--- config.mk ---
export PLATFORM = sky130hd
export DESIGN_NAME = dino_top
export DESIGN_NICKNAME = d
export VERILOG_FILES = /design/src/logic/dino_pkg.sv /design/src/logic/raster_timing.sv /design/src/logic/world_update.sv /design/src/logic/score_counter.sv /design/src/logic/hazard_monitor.sv /design/src/logic/pixel_compose.sv /design/src/logic/dino_top.sv
export VERILOG_INCLUDE_DIRS = /design/src /design/src/logic
export SDC_FILE = /design/constraint.sdc
export NUM_CORES = 1
export LEC_CHECK = 0
export BUFFER_PORTS_ARGS = -buffer_cell sky130_fd_sc_hd__buf_2
export CORE_ASPECT_RATIO = 1.5
export CORE_MARGIN = 2
export CORE_UTILIZATION = 40
export CTS_CLUSTER_SIZE = 20
export DETAILED_ROUTE_END_ITERATION = 7
export SYNTH_ARGS = -nofsm -noshare
export SYNTH_HDL_FRONTEND = slang
export SYNTH_HIERARCHICAL = 1
export SYNTH_SLANG_ARGS = --single-unit
export TNS_END_PERCENT = 100
--- constraint.sdc ---
create_clock -name clk -period 7.71 [get_ports clk]
set_input_delay 0.771 -clock clk [delete_from_list [all_inputs] [get_ports clk]]
set_output_delay 0.771 -clock clk [all_outputs]
set_load 0.1 [all_outputs]
--- src/logic/dino_consts.svh ---
/* Runner game constants */
`ifndef DINO_CONSTS_SVH
`define DINO_CONSTS_SVH

// Raster timing in pixels and lines
`define DINO_H_ACTIVE 1280
`define DINO_H_FRONT 32
`define DINO_H_SYNC 192
`define DINO_H_BACK 96
`define DINO_V_ACTIVE 480
`define DINO_V_FRONT 10
`define DINO_V_SYNC 2
`define DINO_V_BACK 33

`define DINO_TICK_CYCLES 2000000

// Object placement
`define DINO_RUNNER_X 100
`define DINO_RUNNER_Y 248
`define DINO_SPRITE_SIZE 32
`define DINO_GROUP_W 64
`define DINO_GROUND_Y 248
`define DINO_PTERO_Y 200
`define DINO_CACTUS_X0 1200
`define DINO_GROUP_X0 1600
`define DINO_LAVA_X0 1800
`define DINO_PTERO_X0 1400
`define DINO_SPEEDUP_PASSES 12

// Score digits and replay banner
`define DINO_SCORE_X 120
`define DINO_SCORE_Y 10
`define DINO_DIGIT_SPACING 16
`define DINO_FONT_SIZE 8
`define DINO_SCORE_DIGITS 5
`define DINO_BANNER_X 560
`define DINO_BANNER_Y 200
`define DINO_BANNER_W 160
`define DINO_BANNER_H 32

`define DINO_RESTART_BIT 4
`define DINO_LFSR_SEED 6'b101011

// Colors as 24-bit RGB
`define DINO_COLOR_SKY 24'h87_CE_EB
`define DINO_COLOR_RUNNER 24'h00_FF_00
`define DINO_COLOR_CACTUS 24'h00_64_00
`define DINO_COLOR_LAVA 24'hFF_8C_00
`define DINO_COLOR_PTERO 24'h80_80_80
`define DINO_COLOR_BLACK 24'h00_00_00

`endif

--- src/logic/dino_pkg.sv ---
/* Runner game shared types */
package dino_pkg;

    // Horizontal position or raster column
    typedef logic [10:0] xcoord_t;

    // Vertical position or raster line
    typedef logic [9:0] ycoord_t;

    // Pixels moved per game tick
    typedef logic [10:0] speed_t;

    typedef logic [3:0] bcd_digit_t;

    typedef logic [7:0] channel_t;

    // Game run state
    typedef enum logic {
        RUNNING,
        OVER
    } run_state_t;

endpackage

--- src/logic/raster_timing.sv ---
/* VGA raster counters */
`timescale 1ns/1ps
`include "dino_consts.svh"

module raster_timing (
    input  logic              clk,
    input  logic              reset,
    output dino_pkg::xcoord_t hcount,
    output dino_pkg::ycoord_t vcount,
    output logic              hsync_n,
    output logic              vsync_n,
    output logic              active
);

    localparam dino_pkg::xcoord_t H_LAST =
        `DINO_H_ACTIVE + `DINO_H_FRONT + `DINO_H_SYNC + `DINO_H_BACK - 1;
    localparam dino_pkg::ycoord_t V_LAST =
        `DINO_V_ACTIVE + `DINO_V_FRONT + `DINO_V_SYNC + `DINO_V_BACK - 1;
    localparam dino_pkg::xcoord_t H_SYNC_START = `DINO_H_ACTIVE + `DINO_H_FRONT;
    localparam dino_pkg::xcoord_t H_SYNC_END = H_SYNC_START + `DINO_H_SYNC;
    localparam dino_pkg::ycoord_t V_SYNC_START = `DINO_V_ACTIVE + `DINO_V_FRONT;
    localparam dino_pkg::ycoord_t V_SYNC_END = V_SYNC_START + `DINO_V_SYNC;

    logic end_of_line;
    logic end_of_field;

    assign end_of_line = (hcount == H_LAST);
    assign end_of_field = (vcount == V_LAST);

    always_ff @(posedge clk or posedge reset) begin
        if (reset) begin
            hcount <= '0;
            vcount <= '0;
        end else begin
            hcount <= end_of_line ? '0 : hcount + 1'b1;
            // Line counter steps once per completed line
            if (end_of_line) begin
                vcount <= end_of_field ? '0 : vcount + 1'b1;
            end
        end
    end

    // Sync pulses are active low
    assign hsync_n = !((hcount >= H_SYNC_START) && (hcount < H_SYNC_END));
    assign vsync_n = !((vcount >= V_SYNC_START) && (vcount < V_SYNC_END));

    assign active = (hcount < dino_pkg::xcoord_t'(`DINO_H_ACTIVE))
                 && (vcount < dino_pkg::ycoord_t'(`DINO_V_ACTIVE));

endmodule

--- src/logic/world_update.sv ---
/* Hazard motion and game tick */
`timescale 1ns/1ps
`include "dino_consts.svh"

module world_update #(
    parameter int TICK_CYCLES = `DINO_TICK_CYCLES
) (
    input  logic              clk,
    input  logic              reset,
    input  logic              running,
    input  logic              restart,
    output logic              tick,
    output dino_pkg::xcoord_t cactus_x,
    output dino_pkg::xcoord_t group_x,
    output dino_pkg::xcoord_t lava_x,
    output dino_pkg::xcoord_t ptero_x
);

    localparam int DIV_W = $clog2(TICK_CYCLES + 1);

    logic [DIV_W-1:0]  div_cnt;
    logic [5:0]        lfsr;
    logic [3:0]        pass_count;
    dino_pkg::speed_t  speed;
    logic              any_wrap;

    // Leaves the screen at the left edge or moves left by one step
    function automatic dino_pkg::xcoord_t next_x(
        input dino_pkg::xcoord_t x,
        input dino_pkg::speed_t  step,
        input dino_pkg::xcoord_t offset
    );
        dino_pkg::xcoord_t base;
        base = dino_pkg::xcoord_t'(`DINO_H_ACTIVE);
        return (x <= step) ? base + offset : x - step;
    endfunction

    assign any_wrap = (cactus_x <= speed) || (group_x <= speed)
                   || (lava_x <= speed) || (ptero_x <= speed);

    // Tick divider runs only while the game is live
    always_ff @(posedge clk or posedge reset) begin
        if (reset) begin
            div_cnt <= '0;
            tick    <= 1'b0;
        end else if (!running || restart) begin
            div_cnt <= '0;
            tick    <= 1'b0;
        end else if (div_cnt == DIV_W'(TICK_CYCLES - 1)) begin
            div_cnt <= '0;
            tick    <= 1'b1;
        end else begin
            div_cnt <= div_cnt + 1'b1;
            tick    <= 1'b0;
        end
    end

    // LFSR on x^6 + x^5 + 1 survives restart
    always_ff @(posedge clk or posedge reset) begin
        if (reset) begin
            lfsr <= `DINO_LFSR_SEED;
        end else if (tick) begin
            lfsr <= {lfsr[4:0], lfsr[5] ^ lfsr[4]};
        end
    end

    always_ff @(posedge clk or posedge reset) begin
        if (reset) begin
            cactus_x   <= dino_pkg::xcoord_t'(`DINO_CACTUS_X0);
            group_x    <= dino_pkg::xcoord_t'(`DINO_GROUP_X0);
            lava_x     <= dino_pkg::xcoord_t'(`DINO_LAVA_X0);
            ptero_x    <= dino_pkg::xcoord_t'(`DINO_PTERO_X0);
            speed      <= dino_pkg::speed_t'(1);
            pass_count <= '0;
        end else if (restart) begin
            cactus_x   <= dino_pkg::xcoord_t'(`DINO_CACTUS_X0);
            group_x    <= dino_pkg::xcoord_t'(`DINO_GROUP_X0);
            lava_x     <= dino_pkg::xcoord_t'(`DINO_LAVA_X0);
            ptero_x    <= dino_pkg::xcoord_t'(`DINO_PTERO_X0);
            speed      <= dino_pkg::speed_t'(1);
            pass_count <= '0;
        end else if (tick) begin
            // Each hazard takes its re-entry offset from its own LFSR slice
            cactus_x <= next_x(cactus_x, speed, dino_pkg::xcoord_t'({lfsr, 3'b000}));
            group_x  <= next_x(group_x, speed, dino_pkg::xcoord_t'({~lfsr, 3'b000}));
            lava_x   <= next_x(lava_x, speed, dino_pkg::xcoord_t'({lfsr[3:0], 5'b00000}));
            ptero_x  <= next_x(ptero_x, speed, dino_pkg::xcoord_t'({lfsr[5:2], 5'b00000}));
            if (pass_count >= 4'(`DINO_SPEEDUP_PASSES)) begin
                speed      <= speed + 1'b1;
                pass_count <= '0;
            end else if (any_wrap) begin
                pass_count <= pass_count + 1'b1;
            end
        end
    end

endmodule

--- src/logic/score_counter.sv ---
/* Decimal score counter */
`timescale 1ns/1ps
`include "dino_consts.svh"

module score_counter (
    input  logic                                       clk,
    input  logic                                       reset,
    input  logic                                       tick,
    output dino_pkg::bcd_digit_t [`DINO_SCORE_DIGITS-1:0] score_digits
);

    dino_pkg::bcd_digit_t [`DINO_SCORE_DIGITS-1:0] next_digits;
    logic [`DINO_SCORE_DIGITS:0] carry;

    // Ripple of decimal carries from the least significant digit at index 0
    always_comb begin
        carry[0] = tick;
        for (int i = 0; i < `DINO_SCORE_DIGITS; i++) begin
            if (!carry[i]) begin
                next_digits[i] = score_digits[i];
                carry[i+1]     = 1'b0;
            end else if (score_digits[i] == 4'd9) begin
                next_digits[i] = '0;
                carry[i+1]     = 1'b1;
            end else begin
                next_digits[i] = score_digits[i] + 1'b1;
                carry[i+1]     = 1'b0;
            end
        end
    end

    // 99999 wraps to 00000 through the digit chain
    always_ff @(posedge clk or posedge reset) begin
        if (reset) begin
            score_digits <= '0;
        end else if (tick) begin
            score_digits <= next_digits;
        end
    end

endmodule

--- src/logic/hazard_monitor.sv ---
/* Collision check and run state */
`timescale 1ns/1ps
`include "dino_consts.svh"

module hazard_monitor (
    input  logic              clk,
    input  logic              reset,
    input  dino_pkg::xcoord_t cactus_x,
    input  dino_pkg::xcoord_t group_x,
    input  dino_pkg::xcoord_t lava_x,
    input  logic [7:0]        controller_report,
    output logic              running,
    output logic              restart
);

    // Ground row and runner row share the same vertical band
    localparam bit GROUND_ROW =
        (`DINO_GROUND_Y < `DINO_RUNNER_Y + `DINO_SPRITE_SIZE)
        && (`DINO_GROUND_Y + `DINO_SPRITE_SIZE > `DINO_RUNNER_Y);

    dino_pkg::run_state_t state;
    logic                 hit;

    function automatic logic overlaps_runner(input dino_pkg::xcoord_t x, input logic [11:0] w);
        logic [11:0] left;
        logic [11:0] right;
        left  = {1'b0, x};
        right = left + w;
        return GROUND_ROW && (left < 12'(`DINO_RUNNER_X + `DINO_SPRITE_SIZE))
            && (right > 12'(`DINO_RUNNER_X));
    endfunction

    assign hit = overlaps_runner(cactus_x, 12'(`DINO_SPRITE_SIZE))
              || overlaps_runner(group_x, 12'(`DINO_GROUP_W))
              || overlaps_runner(lava_x, 12'(`DINO_SPRITE_SIZE));

    assign running = (state == dino_pkg::RUNNING);

    always_ff @(posedge clk or posedge reset) begin
        if (reset) begin
            state   <= dino_pkg::RUNNING;
            restart <= 1'b0;
        end else begin
            restart <= 1'b0;
            case (state)
                // Hazards are still at old positions during the restart cycle
                dino_pkg::RUNNING: if (hit && !restart) state <= dino_pkg::OVER;
                dino_pkg::OVER: begin
                    if (controller_report[`DINO_RESTART_BIT]) begin
                        state   <= dino_pkg::RUNNING;
                        restart <= 1'b1;
                    end
                end
                default: state <= dino_pkg::RUNNING;
            endcase
        end
    end

endmodule

--- src/logic/pixel_compose.sv ---
/* Two-stage pixel pipeline */
`timescale 1ns/1ps
`include "dino_consts.svh"

module pixel_compose (
    input  logic                                          clk,
    input  logic                                          reset,
    input  dino_pkg::xcoord_t                             hcount,
    input  dino_pkg::ycoord_t                             vcount,
    input  logic                                          hsync_n,
    input  logic                                          vsync_n,
    input  logic                                          active,
    input  logic                                          running,
    input  dino_pkg::xcoord_t                             cactus_x,
    input  dino_pkg::xcoord_t                             group_x,
    input  dino_pkg::xcoord_t                             lava_x,
    input  dino_pkg::xcoord_t                             ptero_x,
    input  dino_pkg::bcd_digit_t [`DINO_SCORE_DIGITS-1:0] score_digits,
    output dino_pkg::channel_t                            vga_r,
    output dino_pkg::channel_t                            vga_g,
    output dino_pkg::channel_t                            vga_b,
    output logic                                          vga_hs,
    output logic                                          vga_vs,
    output logic                                          vga_blank_n
);

    // Digit glyphs with the top row in the high byte
    localparam logic [63:0] FONT [10] = '{
        64'h3C666E7E76663C00, 64'h1838181818187E00, 64'h3C66061C30667E00,
        64'h3C66061C06663C00, 64'h0C1C2C4C7E0C0C00, 64'h7E607C0606663C00,
        64'h3C66607C66663C00, 64'h7E060C1830303000, 64'h3C66663C66663C00,
        64'h3C66663E06663C00
    };

    logic [11:0]          hx;
    logic [11:0]          vy;
    logic [11:0]          score_off;
    logic [2:0]           digit_idx;
    logic                 in_digit;
    dino_pkg::bcd_digit_t cur_digit;
    logic [2:0]           row_off;

    logic runner_q, cactus_q, group_q, lava_q, ptero_q, banner_q, digit_q;
    logic [7:0] font_row_q;
    logic [2:0] font_col_q;
    logic active_q, hs_q, vs_q, running_q;
    logic [23:0] color;

    function automatic logic in_span(input logic [11:0] pos, input logic [11:0] start,
                                     input logic [11:0] len);
        return (pos >= start) && (pos < start + len);
    endfunction

    assign hx = {1'b0, hcount};
    assign vy = {2'b00, vcount};
    assign score_off = hx - 12'(`DINO_SCORE_X);
    assign digit_idx = score_off[6:4];
    assign row_off = 3'(vcount - dino_pkg::ycoord_t'(`DINO_SCORE_Y));
    // Glyph occupies the first 8 columns of each 16-pixel slot
    assign in_digit = in_span(hx, 12'(`DINO_SCORE_X),
                              12'(`DINO_SCORE_DIGITS * `DINO_DIGIT_SPACING))
                   && !score_off[3]
                   && in_span(vy, 12'(`DINO_SCORE_Y), 12'(`DINO_FONT_SIZE));
    assign cur_digit = in_digit ? score_digits[3'd4 - digit_idx] : '0;

    // Stage 1 rectangle hits and font row
    always_ff @(posedge clk) begin
        runner_q <= in_span(hx, 12'(`DINO_RUNNER_X), 12'(`DINO_SPRITE_SIZE))
                 && in_span(vy, 12'(`DINO_RUNNER_Y), 12'(`DINO_SPRITE_SIZE));
        cactus_q <= in_span(hx, {1'b0, cactus_x}, 12'(`DINO_SPRITE_SIZE))
                 && in_span(vy, 12'(`DINO_GROUND_Y), 12'(`DINO_SPRITE_SIZE));
        group_q <= in_span(hx, {1'b0, group_x}, 12'(`DINO_GROUP_W))
                && in_span(vy, 12'(`DINO_GROUND_Y), 12'(`DINO_SPRITE_SIZE));
        lava_q <= in_span(hx, {1'b0, lava_x}, 12'(`DINO_SPRITE_SIZE))
               && in_span(vy, 12'(`DINO_GROUND_Y), 12'(`DINO_SPRITE_SIZE));
        ptero_q <= in_span(hx, {1'b0, ptero_x}, 12'(`DINO_SPRITE_SIZE))
                && in_span(vy, 12'(`DINO_PTERO_Y), 12'(`DINO_SPRITE_SIZE));
        banner_q <= in_span(hx, 12'(`DINO_BANNER_X), 12'(`DINO_BANNER_W))
                 && in_span(vy, 12'(`DINO_BANNER_Y), 12'(`DINO_BANNER_H));
        digit_q    <= in_digit;
        font_row_q <= FONT[cur_digit][8 * (7 - row_off) +: 8];
        font_col_q <= score_off[2:0];
    end

    always_ff @(posedge clk or posedge reset) begin
        if (reset) begin
            active_q  <= 1'b0;
            hs_q      <= 1'b1;
            vs_q      <= 1'b1;
            running_q <= 1'b1;
        end else begin
            active_q  <= active;
            hs_q      <= hsync_n;
            vs_q      <= vsync_n;
            running_q <= running;
        end
    end

    // Priority rises from sky to score to hazards to runner
    always_comb begin
        color = `DINO_COLOR_SKY;
        if (!active_q) begin
            color = `DINO_COLOR_BLACK;
        end else if (!running_q) begin
            if (banner_q) color = `DINO_COLOR_BLACK;
        end else if (runner_q) begin
            color = `DINO_COLOR_RUNNER;
        end else if (cactus_q || group_q) begin
            color = `DINO_COLOR_CACTUS;
        end else if (lava_q) begin
            color = `DINO_COLOR_LAVA;
        end else if (ptero_q) begin
            color = `DINO_COLOR_PTERO;
        end else if (digit_q && font_row_q[~font_col_q]) begin
            color = `DINO_COLOR_BLACK;
        end
    end

    // Stage 2 color with aligned sync and blank
    always_ff @(posedge clk or posedge reset) begin
        if (reset) begin
            {vga_r, vga_g, vga_b} <= `DINO_COLOR_BLACK;
            vga_hs      <= 1'b1;
            vga_vs      <= 1'b1;
            vga_blank_n <= 1'b0;
        end else begin
            {vga_r, vga_g, vga_b} <= color;
            vga_hs      <= hs_q;
            vga_vs      <= vs_q;
            vga_blank_n <= active_q;
        end
    end

endmodule

--- src/logic/dino_top.sv ---
/* Runner game top level */
`timescale 1ns/1ps
`include "dino_consts.svh"

module dino_top #(
    parameter int TICK_CYCLES = `DINO_TICK_CYCLES
) (
    input  logic                                          clk,
    input  logic                                          reset,
    input  logic [7:0]                                    controller_report,
    output dino_pkg::channel_t                            vga_r,
    output dino_pkg::channel_t                            vga_g,
    output dino_pkg::channel_t                            vga_b,
    output logic                                          vga_hs,
    output logic                                          vga_vs,
    output logic                                          vga_blank_n,
    output logic                                          vga_clk,
    output logic                                          game_over,
    output dino_pkg::bcd_digit_t [`DINO_SCORE_DIGITS-1:0] score_digits
);

    dino_pkg::xcoord_t hcount;
    dino_pkg::ycoord_t vcount;
    logic              hsync_n;
    logic              vsync_n;
    logic              active;
    logic              tick;
    logic              running;
    logic              restart;
    dino_pkg::xcoord_t cactus_x;
    dino_pkg::xcoord_t group_x;
    dino_pkg::xcoord_t lava_x;
    dino_pkg::xcoord_t ptero_x;

    assign vga_clk = hcount[0];
    assign game_over = !running;

    raster_timing u_raster (
        .clk, .reset, .hcount, .vcount, .hsync_n, .vsync_n, .active
    );

    world_update #(.TICK_CYCLES(TICK_CYCLES)) u_world (
        .clk, .reset, .running, .restart, .tick,
        .cactus_x, .group_x, .lava_x, .ptero_x
    );

    score_counter u_score (.clk, .reset, .tick, .score_digits);

    hazard_monitor u_monitor (
        .clk, .reset, .cactus_x, .group_x, .lava_x,
        .controller_report, .running, .restart
    );

    pixel_compose u_pixels (
        .clk, .reset, .hcount, .vcount, .hsync_n, .vsync_n, .active, .running,
        .cactus_x, .group_x, .lava_x, .ptero_x, .score_digits,
        .vga_r, .vga_g, .vga_b, .vga_hs, .vga_vs, .vga_blank_n
    );

endmodule

==> results.json <==
{
  "yosysSeqAreaShare": 0.3179,
  "crit_required_ps": 8080,
  "synthCells": 1441,
  "synthFlopType": "dfrtp_1",
  "clock_path_buffers": 2,
  "power_density_nw_per_um2": 167.2,
  "synth_edf_count": 0,
  "wire_per_inst_um": 17.58,
  "hold_violations": 0,
  "fmax_ghz": 0.2441,
  "min_period_ps": 4097,
  "drt-total-wl_mm": 33.30,
  "dp.cells": 1862,
  "holdBufCountCts": 0,
  "gp_congestion": 0.8648,
  "syn-cell-area_um2": 12840,
  "via_per_inst": 5.681,
  "rows": 80,
  "drtIter0Drc": 549,
  "setup_viol": 0,
  "coreArea_um2": 31730,
  "io_buffer_count": 49,
  "finalNetCount": 1629,
  "fin_tns_setup_ps": 0,
  "die_x_um": 150.3,
  "clkTransAtPathRegs_ps": 70,
  "cts_tree": "yes",
  "layout_common_cells": "ha_1 (144), nor2_1 (124), dfrtp_1 (122)",
  "rsz0062_at_grt": "no",
  "drive_above_1_share": 0.1152,
  "fin_skew_ps": 13.74,
  "syn_avg_cell_area_um2": 8.911,
  "grt_pass1_vias": 10680,
  "dr.pass1.iters": 7,
  "initial_core_util": 0.4047,
  "cts.sinks": 165,
  "postCtsSetupRepairBufs": 0,
  "drc": 0,
  "critPathLaunchType": "flip-flop",
  "via_count": 10760,
  "crit_path_end_kind": "flip-flop",
  "grt_pass1_wl_mm": 54.46,
  "fin_util": 0.4413,
  "fp.dieH_um": 223.4,
  "die_area_um2": 33580,
  "hold_ws_ps": 261.2,
  "cts_buffers": 17,
  "insertion_delay_ps": 460,
  "fin_cells": 1894,
  "final_common_cell": "ha_1",
  "cts_resized": 0,
  "timing.final.ws_setup_ps": 3613,
  "status": "finished clean",
  "postSynth.asyncResetShare": 0.9030,
  "hold_path_class": "input port to async pin",
  "diodes": 0,
  "grt_start_max_net_pins": 67,
  "ant_nets": 0,
  "antenna_found_initial": 0,
  "dpl_worst_slack_ps": 3632,
  "slew_violations": 0,
  "timing.slew.headroom": 0.3784,
  "post-dp-hpwl_mm": 24.63,
  "cp-startpoint": "u_raster/hcount[3]",
  "overflow": 0,
  "max_slew.worst_pin.slew_ps": 922.7,
  "critPathKind": "flip-flop to flip-flop",
  "ir_worst_vdd_v": 0.0001182,
  "critPathMaxFanout": 13,
  "track_usage": 0.2047,
  "synth-seq-cells": 165,
  "period_share": 0.5314,
  "syn_to_final_growth_pct": 9.052,
  "maxCapViolations": 0,
  "p_leak_nw": 6.406,
  "r2r_start": "u_raster/hcount[3]",
  "ios": 59,
  "ys_warn_count": 6,
  "clockRootBuffer": "clkbuf_16",
  "cp_data_arrival_time_ps": 4470,
  "htree_levels": 4,
  "ys_types": 108
}
-- path summary, 6_finish.rpt --
check,end,slack (ps),cells past startpoint
worst max register to register,u_pixels/font_row_q[6],3610,15
worst min register to register,u_pixels/vga_hs,360,0
max in group asynchronous,u_world/cactus_x[6],6160,3
worst min-delay path,u_monitor/restart,260,2
worst max-delay path,u_pixels/font_row_q[6],3610,15
min in group clk,u_pixels/vga_hs,360,0
-- registers in the layout, summed over array words and instances, names as in the netlist, 2 cells and up --
name / count
u_pixels/font_col_q: 3
u_pixels/font_row_q: 6
u_pixels/vga_b: 2
u_pixels/vga_g: 7
u_pixels/vga_r: 3
u_raster/hcount: 11
u_raster/vcount: 10
u_score/score_digits: 20
u_world/cactus_x: 11
u_world/div_cnt: 21
u_world/group_x: 11
u_world/lava_x: 11
u_world/lfsr: 6
u_world/pass_count: 4
u_world/ptero_x: 11
u_world/speed: 11
-- per-stage QoR --
stage / area [um2] / power (mW)
finish: 14000 / 2.341
global placement: 13390 / 1.443
floorplan: 12840 / 1.344
detailed placement: 13390 / 1.453
global route: 14000 / 2.470
CTS: 14000 / 2.366
-- synthesized netlist by cell type (all sizes together), types with 8 or more instances --
cell type	number	area, um2
nor3	38	201.5
nand2b	14	87.58
and3	17	113.9
xor2	28	252.8
nor4	12	102.6
dfstp	27	709.4
o21a	23	172.7
nand2	111	429.2
nand3	63	320.3
and2	8	51.30
clkbuf	17	66.31
a211oi	22	170.2
mux2i	20	203.9
o31ai	16	138.9
buf	31	216.5
a21oi	77	389.1
nor2b	25	156.4
inv	122	457.9
xnor2	65	588.1
nand4	28	190.2
dfrtp	122	3053
o21ai	70	354.1
or3	10	68.82
a31oi	15	100.1
nor2	124	465.5
ha	144	1802
a21o	20	150.1
mux2	11	135.1
dfxtp	16	320.3
-- cell families after synthesis --
family / synth area share
AND/OR/NAND/NOR: 0.2036
AO/OA/AOI/OAI: 0.1747
buffers and inverters: 0.05797
flip-flops: 0.3179
adder cells (fa/ha/maj): 0.1465
XOR/XNOR: 0.06548
multiplexers: 0.03342
other: 0.0002920
-- routing by layer --
layer  GRT usage  vias up  wire length [um]
met5           0        -                 0
met4      0.1041        0              1482
met3     0.02945       67              1035
met2      0.3729      201             17500
met1      0.2274     5260             13270
li1            -     5231                 -
-- area by class of cell --
type	instances	area [um2]
Fill cell	3038	17730
Multi-Input combinational cell	1106	8018
Sequential cell	165	4083
Tap cell	410	513.0
Inverter	123	462.9
Clock buffer	20	446.7
Timing Repair Buffer	58	312.8
Clock inverter	12	167.7
-- worst max-delay path, stage by stage (launching register included) --
cell       delay (ps)
dfrtp_1           700
inv_1             170
ha_1              530
inv_1              80
ha_1              230
xor2_2            180
xnor2_4           290
nor2_1             80
a21oi_1           360
nor2_1            190
ha_1              340
inv_1             140
a21boi_0          160
o2111ai_1         260
o311ai_1          140
a21oi_1           160
-- power by group --
group | leakage [nW] | switching [mW] | internal [mW]
registers | 2.04 | 0.0583 | 0.917
logic | 4.08 | 0.274 | 0.191
clock network | 0.290 | 0.378 | 0.524
No activity file was read; power rests on OpenSTA's default activity.
